File: src/logic/tg_pkg.sv
// Shared definitions for the traffic-generator cluster
// Widths, programming register map, LFSR feedback and flit word layout
package tg_pkg;

  localparam int unsigned FlitWidth    = 32;
  localparam int unsigned CfgAddrWidth = 8;
  localparam int unsigned RegIdxWidth  = 3;
  localparam int unsigned TileIdxWidth = CfgAddrWidth - RegIdxWidth;

  // Register indices within one tile
  localparam logic [RegIdxWidth-1:0] REG_CTRL  = 3'd0;
  localparam logic [RegIdxWidth-1:0] REG_DST   = 3'd1;
  localparam logic [RegIdxWidth-1:0] REG_LEN   = 3'd2;
  localparam logic [RegIdxWidth-1:0] REG_SEED  = 3'd3;
  localparam logic [RegIdxWidth-1:0] REG_COUNT = 3'd4;
  localparam logic [RegIdxWidth-1:0] REG_SENT  = 3'd5;

  // Galois feedback for the payload LFSR
  localparam logic [FlitWidth-1:0] LfsrTaps = 32'h8020_0003;

  // Header flit, src in the top byte
  typedef struct packed {
    logic [7:0] src;
    logic [7:0] dst;
    logic [7:0] seq;
    logic [7:0] len;
  } tg_hdr_t;

  // One flit word, seen as header or as raw payload
  typedef union packed {
    tg_hdr_t              hdr;
    logic [FlitWidth-1:0] data;
  } flit_word_u;

  // One LFSR step: shift right, fold the taps in on a shifted-out one
  function automatic logic [FlitWidth-1:0] lfsr_step(input logic [FlitWidth-1:0] state);
    logic [FlitWidth-1:0] next;
    next = state >> 1;
    if (state[0]) begin
      next = next ^ LfsrTaps;
    end
    return next;
  endfunction

endpackage

File: src/logic/cfg_dispatch.sv
`timescale 1ns/1ps
// Programming-port dispatcher
// Latches one access, decodes the tile field and runs the four-phase
// exchange toward that tile. Out-of-range tiles are answered here
module cfg_dispatch #(
  parameter int unsigned NumTiles = 4
) (
  input  logic                                       clk_i,
  input  logic                                       reset_i,
  input  logic                                       cfg_req_i,
  input  logic                                       cfg_we_i,
  input  logic [tg_pkg::CfgAddrWidth-1:0]            cfg_addr_i,
  input  logic [tg_pkg::FlitWidth-1:0]               cfg_wdata_i,
  output logic                                       cfg_ack_o,
  output logic [tg_pkg::FlitWidth-1:0]               cfg_rdata_o,
  output logic [NumTiles-1:0]                        tile_req_o,
  output logic                                       tile_we_o,
  output logic [tg_pkg::RegIdxWidth-1:0]             tile_reg_o,
  output logic [tg_pkg::FlitWidth-1:0]               tile_wdata_o,
  input  logic [NumTiles-1:0]                        tile_ack_i,
  input  logic [NumTiles-1:0][tg_pkg::FlitWidth-1:0] tile_rdata_i
);
  import tg_pkg::*;

  localparam logic [1:0] StIdle = 2'd0;
  localparam logic [1:0] StFwd  = 2'd1;
  localparam logic [1:0] StAck  = 2'd2;
  localparam logic [1:0] StRel  = 2'd3;

  localparam logic [TileIdxWidth:0] TileLimit = NumTiles[TileIdxWidth:0];

  logic [1:0]              state_q;
  logic                    we_q;
  logic [CfgAddrWidth-1:0] addr_q;
  logic [FlitWidth-1:0]    wdata_q;
  logic [FlitWidth-1:0]    rdata_q;
  logic [TileIdxWidth-1:0] sel;
  logic                    in_range;
  logic                    req_phase;
  logic                    sel_ack;
  logic [FlitWidth-1:0]    sel_rdata;

  assign sel       = addr_q[CfgAddrWidth-1:RegIdxWidth];
  assign in_range  = {1'b0, cfg_addr_i[CfgAddrWidth-1:RegIdxWidth]} < TileLimit;
  assign req_phase = (state_q == StFwd) || (state_q == StAck);

  // Out-of-range field matches no tile, so no request and no ack
  always_comb begin
    sel_ack   = 1'b0;
    sel_rdata = '0;
    for (int t = 0; t < NumTiles; t++) begin
      tile_req_o[t] = req_phase && (sel == TileIdxWidth'(t));
      if (sel == TileIdxWidth'(t)) begin
        sel_ack   = tile_ack_i[t];
        sel_rdata = tile_rdata_i[t];
      end
    end
  end

  always_ff @(posedge clk_i) begin
    if (reset_i) begin
      state_q <= StIdle;
    end else begin
      case (state_q)
        StIdle:  if (cfg_req_i) state_q <= in_range ? StFwd : StAck;
        StFwd:   if (sel_ack) state_q <= StAck;
        StAck:   if (!cfg_req_i) state_q <= StRel;
        StRel:   if (!sel_ack) state_q <= StIdle;
        default: state_q <= StIdle;
      endcase
    end
  end

  // Access capture; local answers read as zero
  always_ff @(posedge clk_i) begin
    if (state_q == StIdle && cfg_req_i) begin
      we_q    <= cfg_we_i;
      addr_q  <= cfg_addr_i;
      wdata_q <= cfg_wdata_i;
      rdata_q <= '0;
    end else if (state_q == StFwd && sel_ack) begin
      rdata_q <= sel_rdata;
    end
  end

  assign cfg_ack_o    = (state_q == StAck) || (state_q == StRel);
  assign cfg_rdata_o  = rdata_q;
  assign tile_we_o    = we_q;
  assign tile_reg_o   = addr_q[RegIdxWidth-1:0];
  assign tile_wdata_o = wdata_q;

  a_one_tile_req: assert property (@(posedge clk_i) disable iff (reset_i)
    $onehot0(tile_req_o));

  a_ack_follows_req: assert property (@(posedge clk_i) disable iff (reset_i)
    $rose(cfg_ack_o) |-> $past(cfg_req_i));

endmodule

File: src/logic/tg_tile.sv
`timescale 1ns/1ps
// Synthetic-traffic generator tile
// Register block on a four-phase programming port, Galois LFSR and
// a header/payload sequencer with a four-phase flit output
module tg_tile #(
  parameter int unsigned TileId = 0
) (
  input  logic                           clk_i,
  input  logic                           reset_i,
  input  logic                           cfg_req_i,
  input  logic                           cfg_we_i,
  input  logic [tg_pkg::RegIdxWidth-1:0] cfg_reg_i,
  input  logic [tg_pkg::FlitWidth-1:0]   cfg_wdata_i,
  output logic                           cfg_ack_o,
  output logic [tg_pkg::FlitWidth-1:0]   cfg_rdata_o,
  output logic                           flit_req_o,
  output logic [tg_pkg::FlitWidth-1:0]   flit_data_o,
  input  logic                           flit_ack_i
);
  import tg_pkg::*;

  localparam logic [1:0] GenIdle    = 2'd0;
  localparam logic [1:0] GenLoad    = 2'd1;
  localparam logic [1:0] GenOffer   = 2'd2;
  localparam logic [1:0] GenRelease = 2'd3;

  logic [7:0]           dst_q;
  logic [7:0]           len_q;
  logic [FlitWidth-1:0] seed_q;
  logic [FlitWidth-1:0] count_q;
  logic [FlitWidth-1:0] sent_q;
  logic [7:0]           seq_q;
  logic [7:0]           pay_cnt_q;
  logic [1:0]           gen_q;
  logic                 is_hdr_q;
  logic                 ack_q;
  logic [FlitWidth-1:0] rdata_q;
  logic [FlitWidth-1:0] read_mux;
  logic [FlitWidth-1:0] lfsr_q;
  logic [FlitWidth-1:0] lfsr_next;
  logic                 flit_req_q;
  logic [FlitWidth-1:0] flit_data_q;
  logic                 busy;
  logic                 wr_en;
  logic                 start;
  logic                 last_flit;
  flit_word_u           hdr_w;

  assign busy      = gen_q != GenIdle;
  assign wr_en     = cfg_req_i && !ack_q && cfg_we_i;
  assign start     = wr_en && (cfg_reg_i == REG_CTRL) && cfg_wdata_i[0] && !busy;
  assign lfsr_next = lfsr_step(lfsr_q);
  // Zero length closes the packet right after its header
  assign last_flit = is_hdr_q ? (len_q == '0) : (pay_cnt_q == 8'd1);

  always_comb begin
    hdr_w.hdr.src = 8'(TileId);
    hdr_w.hdr.dst = dst_q;
    hdr_w.hdr.seq = seq_q;
    hdr_w.hdr.len = len_q;
  end

  always_comb begin
    case (cfg_reg_i)
      REG_CTRL:  read_mux = FlitWidth'(busy);
      REG_DST:   read_mux = FlitWidth'(dst_q);
      REG_LEN:   read_mux = FlitWidth'(len_q);
      REG_SEED:  read_mux = seed_q;
      REG_COUNT: read_mux = count_q;
      REG_SENT:  read_mux = sent_q;
      default:   read_mux = '0;
    endcase
  end

  //////////////////////////////////////////////////////////////////////////
  // Programming port and registers
  //////////////////////////////////////////////////////////////////////////

  always_ff @(posedge clk_i) begin
    if (reset_i) begin
      ack_q   <= 1'b0;
      dst_q   <= '0;
      len_q   <= '0;
      seed_q  <= '0;
      count_q <= '0;
    end else begin
      if (cfg_req_i && !ack_q) begin
        ack_q <= 1'b1;
      end else if (!cfg_req_i && ack_q) begin
        ack_q <= 1'b0;
      end
      // Run parameters frozen while busy
      if (wr_en && !busy) begin
        case (cfg_reg_i)
          REG_DST:   dst_q   <= cfg_wdata_i[7:0];
          REG_LEN:   len_q   <= cfg_wdata_i[7:0];
          REG_SEED:  seed_q  <= cfg_wdata_i;
          REG_COUNT: count_q <= cfg_wdata_i;
          default:   ;
        endcase
      end
    end
  end

  always_ff @(posedge clk_i) begin
    if (cfg_req_i && !ack_q) begin
      rdata_q <= read_mux;
    end
  end

  //////////////////////////////////////////////////////////////////////////
  // Packet sequencer
  //////////////////////////////////////////////////////////////////////////

  always_ff @(posedge clk_i) begin
    if (reset_i) begin
      gen_q      <= GenIdle;
      is_hdr_q   <= 1'b1;
      pay_cnt_q  <= '0;
      seq_q      <= '0;
      sent_q     <= '0;
      flit_req_q <= 1'b0;
    end else begin
      case (gen_q)
        GenIdle: begin
          if (start) begin
            seq_q    <= '0;
            sent_q   <= '0;
            is_hdr_q <= 1'b1;
            if (count_q != '0) gen_q <= GenLoad;
          end
        end
        GenLoad: begin
          flit_req_q <= 1'b1;
          gen_q      <= GenOffer;
        end
        GenOffer: begin
          if (flit_ack_i) begin
            flit_req_q <= 1'b0;
            gen_q      <= GenRelease;
          end
        end
        default: begin
          // Advance only once the ack has dropped
          if (!flit_ack_i) begin
            gen_q <= GenLoad;
            if (is_hdr_q) begin
              is_hdr_q  <= 1'b0;
              pay_cnt_q <= len_q;
            end else begin
              pay_cnt_q <= pay_cnt_q - 8'd1;
            end
            if (last_flit) begin
              is_hdr_q <= 1'b1;
              seq_q    <= seq_q + 8'd1;
              sent_q   <= sent_q + 1'b1;
              if (sent_q + 1'b1 == count_q) gen_q <= GenIdle;
            end
          end
        end
      endcase
    end
  end

  // LFSR state runs across packets, reloaded only on start
  always_ff @(posedge clk_i) begin
    if (start) begin
      lfsr_q <= seed_q;
    end else if (gen_q == GenLoad && !is_hdr_q) begin
      lfsr_q <= lfsr_next;
    end
    if (gen_q == GenLoad) begin
      flit_data_q <= is_hdr_q ? hdr_w.data : lfsr_next;
    end
  end

  assign cfg_ack_o   = ack_q;
  assign cfg_rdata_o = rdata_q;
  assign flit_req_o  = flit_req_q;
  assign flit_data_o = flit_data_q;

  a_flit_stable: assert property (@(posedge clk_i) disable iff (reset_i)
    flit_req_o |=> !flit_req_o || $stable(flit_data_o));

  a_flit_held: assert property (@(posedge clk_i) disable iff (reset_i)
    $fell(flit_req_o) |-> $past(flit_ack_i));

endmodule

File: src/logic/flit_collector.sv
`timescale 1ns/1ps
// Flit collector
// Round-robin merge of tile flit streams onto one four-phase port,
// holding each grant for a whole packet
module flit_collector #(
  parameter int unsigned NumTiles = 4
) (
  input  logic                                       clk_i,
  input  logic                                       reset_i,
  input  logic [NumTiles-1:0]                        flit_req_i,
  input  logic [NumTiles-1:0][tg_pkg::FlitWidth-1:0] flit_data_i,
  output logic [NumTiles-1:0]                        flit_ack_o,
  output logic                                       out_req_o,
  output logic [tg_pkg::FlitWidth-1:0]               out_data_o,
  input  logic                                       out_ack_i
);
  import tg_pkg::*;

  localparam int unsigned IdxWidth = (NumTiles > 1) ? $clog2(NumTiles) : 1;

  logic                locked_q;
  logic                ack_seen_q;
  logic                hdr_next_q;
  logic [IdxWidth-1:0] grant_q;
  logic [IdxWidth-1:0] last_q;
  logic [IdxWidth-1:0] pick;
  logic                pick_valid;
  logic [7:0]          rem_q;
  flit_word_u          cur_w;

  assign cur_w.data = flit_data_i[grant_q];
  assign out_req_o  = locked_q && flit_req_i[grant_q];
  assign out_data_o = cur_w.data;

  // Ack goes back to the granted tile only
  always_comb begin
    flit_ack_o          = '0;
    flit_ack_o[grant_q] = locked_q && out_ack_i;
  end

  // Next requester after the last grant
  always_comb begin
    int unsigned idx;
    pick_valid = 1'b0;
    pick       = '0;
    for (int unsigned k = 1; k <= NumTiles; k++) begin
      idx = (32'(last_q) + k) % NumTiles;
      if (!pick_valid && flit_req_i[idx]) begin
        pick_valid = 1'b1;
        pick       = IdxWidth'(idx);
      end
    end
  end

  //////////////////////////////////////////////////////////////////////////
  // Grant and packet tracking
  //////////////////////////////////////////////////////////////////////////

  always_ff @(posedge clk_i) begin
    if (reset_i) begin
      locked_q   <= 1'b0;
      ack_seen_q <= 1'b0;
      hdr_next_q <= 1'b1;
      grant_q    <= '0;
      last_q     <= IdxWidth'(NumTiles - 1);
      rem_q      <= '0;
    end else if (!locked_q) begin
      if (pick_valid) begin
        locked_q   <= 1'b1;
        grant_q    <= pick;
        hdr_next_q <= 1'b1;
      end
    end else if (!ack_seen_q) begin
      if (out_req_o && out_ack_i) begin
        ack_seen_q <= 1'b1;
        if (hdr_next_q) begin
          hdr_next_q <= 1'b0;
          rem_q      <= cur_w.hdr.len;
        end else begin
          rem_q <= rem_q - 8'd1;
        end
      end
    end else if (!out_ack_i) begin
      ack_seen_q <= 1'b0;
      // Last flit of the packet fully handshaken
      if (rem_q == '0) begin
        locked_q <= 1'b0;
        last_q   <= grant_q;
      end
    end
  end

  a_ack_onehot: assert property (@(posedge clk_i) disable iff (reset_i)
    $onehot0(flit_ack_o));

endmodule

File: src/logic/tg_cluster_top.sv
`timescale 1ns/1ps
// Traffic-generation cluster top level
// Programming dispatcher, generator tiles and flit collector
module tg_cluster_top #(
  parameter int unsigned NumTiles = 4
) (
  input  logic                            clk_i,
  input  logic                            reset_i,
  input  logic                            cfg_req_i,
  input  logic                            cfg_we_i,
  input  logic [tg_pkg::CfgAddrWidth-1:0] cfg_addr_i,
  input  logic [tg_pkg::FlitWidth-1:0]    cfg_wdata_i,
  output logic                            cfg_ack_o,
  output logic [tg_pkg::FlitWidth-1:0]    cfg_rdata_o,
  output logic                            out_req_o,
  output logic [tg_pkg::FlitWidth-1:0]    out_data_o,
  input  logic                            out_ack_i
);
  import tg_pkg::*;

  logic [NumTiles-1:0]                tile_req;
  logic [NumTiles-1:0]                tile_ack;
  logic                               tile_we;
  logic [RegIdxWidth-1:0]             tile_reg;
  logic [FlitWidth-1:0]               tile_wdata;
  logic [NumTiles-1:0][FlitWidth-1:0] tile_rdata;
  logic [NumTiles-1:0]                flit_req;
  logic [NumTiles-1:0]                flit_ack;
  logic [NumTiles-1:0][FlitWidth-1:0] flit_data;

  cfg_dispatch #(
    .NumTiles(NumTiles)
  ) i_dispatch (
    .clk_i,
    .reset_i,
    .cfg_req_i,
    .cfg_we_i,
    .cfg_addr_i,
    .cfg_wdata_i,
    .cfg_ack_o,
    .cfg_rdata_o,
    .tile_req_o  (tile_req),
    .tile_we_o   (tile_we),
    .tile_reg_o  (tile_reg),
    .tile_wdata_o(tile_wdata),
    .tile_ack_i  (tile_ack),
    .tile_rdata_i(tile_rdata)
  );

  for (genvar t = 0; t < NumTiles; t++) begin : g_tile
    tg_tile #(
      .TileId(t)
    ) i_tile (
      .clk_i,
      .reset_i,
      .cfg_req_i  (tile_req[t]),
      .cfg_we_i   (tile_we),
      .cfg_reg_i  (tile_reg),
      .cfg_wdata_i(tile_wdata),
      .cfg_ack_o  (tile_ack[t]),
      .cfg_rdata_o(tile_rdata[t]),
      .flit_req_o (flit_req[t]),
      .flit_data_o(flit_data[t]),
      .flit_ack_i (flit_ack[t])
    );
  end

  flit_collector #(
    .NumTiles(NumTiles)
  ) i_collector (
    .clk_i,
    .reset_i,
    .flit_req_i (flit_req),
    .flit_data_i(flit_data),
    .flit_ack_o (flit_ack),
    .out_req_o,
    .out_data_o,
    .out_ack_i
  );

endmodule

File: config.mk
export PLATFORM = sky130hd
export DESIGN_NAME = tg_cluster_top
export DESIGN_NICKNAME = d
export VERILOG_FILES = /design/src/logic/tg_pkg.sv /design/src/logic/cfg_dispatch.sv /design/src/logic/tg_tile.sv /design/src/logic/flit_collector.sv /design/src/logic/tg_cluster_top.sv
export SDC_FILE = /design/constraint.sdc
export NUM_CORES = 2
export LEC_CHECK = 0
export BUFFER_PORTS_ARGS = -buffer_cell sky130_fd_sc_hd__buf_2
export CAP_MARGIN = 30
export CORE_ASPECT_RATIO = 2
export CORE_UTILIZATION = 45
export CTS_CLUSTER_SIZE = 12
export DETAILED_ROUTE_END_ITERATION = 6
export GPL_ROUTABILITY_DRIVEN = 0
export PLACE_DENSITY = 0.7
export SLEW_MARGIN = 10
export SYNTH_ARGS = -nofsm -noshare
export SYNTH_HDL_FRONTEND = slang
export SYNTH_SLANG_ARGS = --single-unit
File: constraint.sdc
create_clock -name clk_i -period 10.2 [get_ports clk_i]
set_clock_uncertainty 0.2 [all_clocks]
set_input_delay 1.53 -clock clk_i [delete_from_list [all_inputs] [get_ports clk_i]]
set_output_delay 1.53 -clock clk_i [all_outputs]
set_load 0.02 [all_outputs]
; ---- Yosys cells after proc, flatten, opt, wreduce, memory -nomap -nowiden
; Cells that the tools add are included.
; Widths: inputs -> output; s select.
[op_classes]
addsub = 17
n_mul = 0
n_div = 0
magnitude_cmp = 7
eq_ne = 53
shifts = 0
muxes = 169
bitwise_logic = 20
n_reduce_logical = 152
[op_table]
columns = cell, n
row1 = $mux 32, 29
row2 = $pmux 32 s6, 4
row3 = $pmux 32 s2, 4
row4 = $mux 8, 17
row5 = $add 32x1->32 const B, 4
row6 = $eq 32x32->1, 4
row7 = $reduce_bool 32->1, 4
row8 = $mux 24, 4
row9 = $bmux 32 s2, 1
row10 = $pmux 8 s2, 4
row11 = $mux 1, 58
row12 = $mux 2, 29
row13 = $reduce_and 2->1, 25
row14 = $logic_and 1x1->1, 45
row15 = $reduce_bool 2->1, 21
row16 = $logic_not 8->1, 5
row17 = $reduce_and 4->1, 10
row18 = $sub 8x1->8 const B, 5
row19 = $add 8x1->8 const B, 4
row20 = $eq 8x1->1 const B, 4
row21 = $ne 2x1->1 const B, 13
row22 = $pmux 2 s3, 4
row23 = $logic_not 1->1, 19
row24 = $ne 2x2->1 const B, 9
row25 = 27 further kinds, 92
[totals]
reg_bits = 1006
latch_bits = 0
mem_bits_rw = 0
rom_bits = 0
in_bits = 45
output_inout_bits = 66
word_cells = 489
n_memories = 0

; ---- Longest topological paths before layout
[logic_depth]
word_depth = 15
depth_mapped = 14
mapped_depth_nobuf = 12

; ---- Cells and area by module
; Synthesis repeated with hierarchy kept, for this count alone.
[unflattened]
cells_unflattened = 5084
area_unflattened_um2 = 49994.2
[modules_own_cells]
columns = module, instances, cells_each, area_per_inst_um2, seq_area_each_um2
row1 = tg_tile (g_tile[2].i_tile), 1, 1168, 11284.6, 5545.3
row2 = tg_tile (g_tile[0].i_tile), 1, 1162, 11121.9, 5545.3
row3 = tg_tile (g_tile[1].i_tile), 1, 1161, 11106.9, 5545.3
row4 = tg_tile (g_tile[3].i_tile), 1, 1161, 11083.1, 5545.3
row5 = cfg_dispatch, 1, 271, 3599.7, 1911.8
row6 = flit_collector, 1, 161, 1798.0, 300.3

; ---- Worst setup path before layout
; No wires, ideal clock.
[synth_path]
kind = reg-to-reg
start = register i_dispatch.addr_q[7]
end = register g_tile[2].i_tile.lfsr_q[0], enable pin
setup_time_ns = 0.466
arrival_time_ns = 4.627
required_ns = 9.534
setup_slack_ns = 4.908
stages_incl_launch_ff = 10
path_buffers = 3
synth_period_minus_slack_ns = 5.292
path_cell_list = edfxtp_1 > nor4b_1 > clkbuf_1 > and3b_1 > ha_1 > and3_1 > nand2_1 > clkbuf_1 > buf_1 > o21ai_0
[synth_between]
elab_chain_cells = 8
[synth_lines]
columns = item, line
row1 = from (decl), cfg_dispatch.sv:34  ; logic [CfgAddrWidth-1:0] addr_q;
row2 = from (signal assigned), cfg_dispatch.sv:78  ; addr_q <= cfg_addr_i;
row3 = $eq 5x2->1, cfg_dispatch.sv:52  ; tile_req_o[t] = req_phase && (sel == TileIdxWidth'(t));
row4 = $logic_and 1x1->1, cfg_dispatch.sv:52
row5 = $logic_and 1x1->1 (2 in a row), tg_tile.sv:50  ; assign wr_en = cfg_req_i && !ack_q && cfg_we_i;
row6 = $logic_and 1x1->1 (3 in a row), tg_tile.sv:51  ; assign start = wr_en && (cfg_reg_i == REG_CTRL) && cfg_wdata_i[0] && !busy;
row7 = $reduce_bool 2->1 (no source line), n/a
row8 = to (signal assigned), tg_tile.sv:168  ; lfsr_q <= seed_q;
row9 = to (signal assigned), tg_tile.sv:170  ; lfsr_q <= lfsr_next;
row10 = to (decl), tg_tile.sv:39  ; logic [FlitWidth-1:0] lfsr_q;
; Every way passes these cells.
; A chain may end at the register's enable or synchronous reset.

; ---- Final worst setup path
[layout_path]
start = register i_dispatch.addr_q[7]
end = register g_tile[2].i_tile.sent_q[14]
[layout_between]
elab_chain_cells = 9
[layout_lines]
columns = item, line
row1 = $eq 5x2->1, cfg_dispatch.sv:52
row2 = $logic_and 1x1->1, cfg_dispatch.sv:52
row3 = $logic_and 1x1->1 (2 in a row), tg_tile.sv:50
row4 = $logic_and 1x1->1 (3 in a row), tg_tile.sv:51
row5 = $ne 2x1->1 (no source line), n/a
row6 = $reduce_and 4->1 (no source line), n/a
row7 = to (signal assigned), tg_tile.sv:156  ; sent_q <= sent_q + 1'b1;
row8 = to (decl), tg_tile.sv:31  ; logic [FlitWidth-1:0] sent_q;
; Every way passes these cells.

==> flow_summary.yaml <==
final_layout:
  final_layout_size_suffix_gt1_share_pct: 10.3
  mostFrequentLayoutCell: "nand2_1"
  fin_nets: 5300
  final_cells: 6667
  fillCellCount: 9709
  fin_area_um2: 53800
  fin_util_pct: 50.1
  layout_common_cells: "1065 x nand2_1, 580 x dfxtp_1, 549 x a21oi_1, 425 x edfxtp_1, 336 x nor2_1"
  seqCellArea_um2: 24400
  multi_input_area_um2: 22600
  syn_to_final_growth_pct: 10.4
place:
  dpl.hpwl_um: 134000
  dp_cells: 6476
  portBuffers: 110
  placed_cell_area_um2: 50700
global_route:
  grt_pass1_wl_um: 270000
  grt_pass1_vias: 39918
  grt_overflow_total: 0
  grt_usage_pct: 33.7
  antenna_found_initial: 15
  grt_max_degree: 200
floorplanning:
  dieArea_um2: 110000
  io_pins: 111
  die_h_um: 467
  initial_core_util_pct: 45.4
  core_um2: 107000
  num_rows: 170
  die_w_um: 235
timing:
  relSlewSlack_pct: 17.1
  period_needed_ns: 4.77
  setup_viol: 0
  worstMarginPinSlew_ns: 1.24
  min_period_over_period_pct: 46.8
  grt_setup_unrepaired: "no"
  slew_violations: 0
  final.setup.tns_ns: 0
  fmax_mhz: 210
  hold_viol: 0
job:
  max-cap-violations: 0
cts:
  post_cts_buffers: 0
  cts_tree: "built"
  ctsHoldBuffers: 0
  post_cts_resize_count: 0
  cts_max_level: 3
  cts_max_path_buffers: 3
  cts_made_buffers: 97
  clk_latency_ns: 0.73
  cts_num_sinks: 1006
  clockRootBuffer: "clkbuf_16"
  cts.clk_slew.worst_paths_ns: 0.06
detailed_routing:
  initialDrtViolationCount: 5297
  vias_per_cell: 6.37
  via_count: 42452
  drt_wl_total_um: 188000
  dr.pass1.iters: 7
  drc: 1
  ant_nets: 0
  wire_per_inst_um: 28.2
logic_synthesis:
  synth-edff-count: 425
  syn_nets: 5368
  synth_async_sr_flop_share_pct: 0
  synth_top_area_share_pct: 26.2
  synth_area_per_cell_um2: 9.23
  ys_top_cells_by_area: "edfxtp_1 26%, dfxtp_1 24%, nand2_1 8.2%"
  synth_flop_cell: "dfxtp_1"
  syn_inst: 5281
  ys_types: 86
  synth_top_cell_by_area: "edfxtp_1"
  yosys_warnings: 0
  syn_area_um2: 48700
  ys_seq_elements: 1006
  yosysSeqAreaShare_pct: 50.1
pwr:
  switching_share_pct: 26.6
  internal_power_mw: 6.30
  pwr-share-clk_pct: 40.9
  peakVddDrop_mv: 0.151
  switching_power_mw: 2.28
  p_leak_nw: 18.4
  p_seq_share_pct: 50.6
  combPwrFrac_pct: 8.5
  p_per_area_nw_per_um2: 159
critical_path:
  crit_required_ns: 10.64
  path_max_fanout: 36
  rrSetupSlack_ns: 5.43
  cp.arrival_ns: 5.22
  worst-setup-path-type: "flip-flop to flip-flop"
  crit_path_start_kind: "flip-flop"
  endpoint_kind: "flip-flop"
outcome:
  violations: "design-rule violations"
  status: "complete, but fails checks"
hold_path:
  hold_class: "flip-flop to flip-flop"
-- path summary, 6_finish.rpt --
check	cells past startpoint	to	start
max reg2reg	14	g_tile[2].i_tile.sent_q[14]$_SDFFE_PP0P_	i_dispatch.addr_q[7]$_DFFE_PP_
min reg2reg	2	i_dispatch.cfg_rdata_o[4]$_SDFFE_PP0P_	i_dispatch.cfg_rdata_o[4]$_SDFFE_PP0P_
max	14	g_tile[2].i_tile.sent_q[14]$_SDFFE_PP0P_	i_dispatch.addr_q[7]$_DFFE_PP_
min	2	i_dispatch.cfg_rdata_o[4]$_SDFFE_PP0P_	i_dispatch.cfg_rdata_o[4]$_SDFFE_PP0P_
-- cell usage after synthesis (74+ instances only) --
cell      instances
nand3_1         127
clkbuf_1        333
edfxtp_1        425
xor2_1           74
nand2_1        1067
o21ai_0         300
or3_1            76
mux2i_1         214
o211ai_1         76
nor2_1          343
a21oi_1         549
mux2_2          112
xnor2_1         135
dfxtp_1         581
-- sequential cells by signal, summed over array words and instances, names as in the netlist, 128 cells and up --
register,flops
g_tile.i_tile.cfg_rdata_o,128
g_tile.i_tile.seed_q,128
g_tile.i_tile.count_q,128
g_tile.i_tile.flit_data_o,128
g_tile.i_tile.lfsr_q,128
g_tile.i_tile.sent_q,128
-- worst max-delay path: stages (launching register included) --
cell      delay, ns
edfxtp_1       0.42
nor4b_2        0.30
buf_4          0.44
and3b_1        0.25
ha_2           0.17
buf_4          0.43
nand2_1        0.09
o21ai_0        0.49
nand2_1        0.14
or2_1          0.27
a21o_1         0.44
buf_4          0.32
nor2_1         0.41
nand3b_1       0.13
a21oi_1        0.16
-- metal layers --
layer / up-vias / routed length, um / track usage, %
li1: 18669 / - / -
met1: 20239 / 60600 / 35.4
met2: 2666 / 88000 / 56.5
met3: 872 / 17400 / 6.39
met4: 6 / 22200 / 32.4
met5: - / 39 / 0
-- cell families after synthesis --
group	count (synthesis)	share of synthesized area (%)
muxes	361	8.60
buffers and inverters	461	3.65
xor gates and xnor gates	209	3.76
AOI/OAI and AO/OA	1154	13.7
DFF	1006	50.1
adders and majority gates	42	1.08
and+or+nand+nor	2048	19.2
-- stage by stage --
stage | hold slack [ns] | setup WS, ns | power, mW
after floorplan | 0.247 | 4.91 | 4.69
after global placement | 0.241 | 5.57 | 5.04
after detailed placement | 0.246 | 5.51 | 5.10
final | 0.250 | 5.43 | 8.58
after global routing | 0.268 | 5.25 | 8.72
after CTS | 0.254 | 5.49 | 8.53
-- cell type report --
type | count | area share [%]
Antenna cell | 6 | 0.0279
Clock buffer | 160 | 5.16
Clock inverter | 11 | 0.249
Inverter | 66 | 0.460
Multi-Input combinational cell | 3814 | 42.1
Sequential cell | 1006 | 45.3
Tap cell | 1376 | 3.20
Timing Repair Buffer | 228 | 3.48
-- power by group through the flow --
| stage | clock network, mW | logic (mW) | registers (mW) |
|---|---|---|---|
| CTS | 3.52 | 0.643 | 4.37 |
| floorplan | 0 | 0.352 | 4.34 |
| global route | 3.66 | 0.727 | 4.34 |
| finish | 3.51 | 0.731 | 4.34 |
| detailed placement | 0 | 0.644 | 4.45 |
| global placement | 0 | 0.534 | 4.51 |
Power figures use the tool's default switching activity.
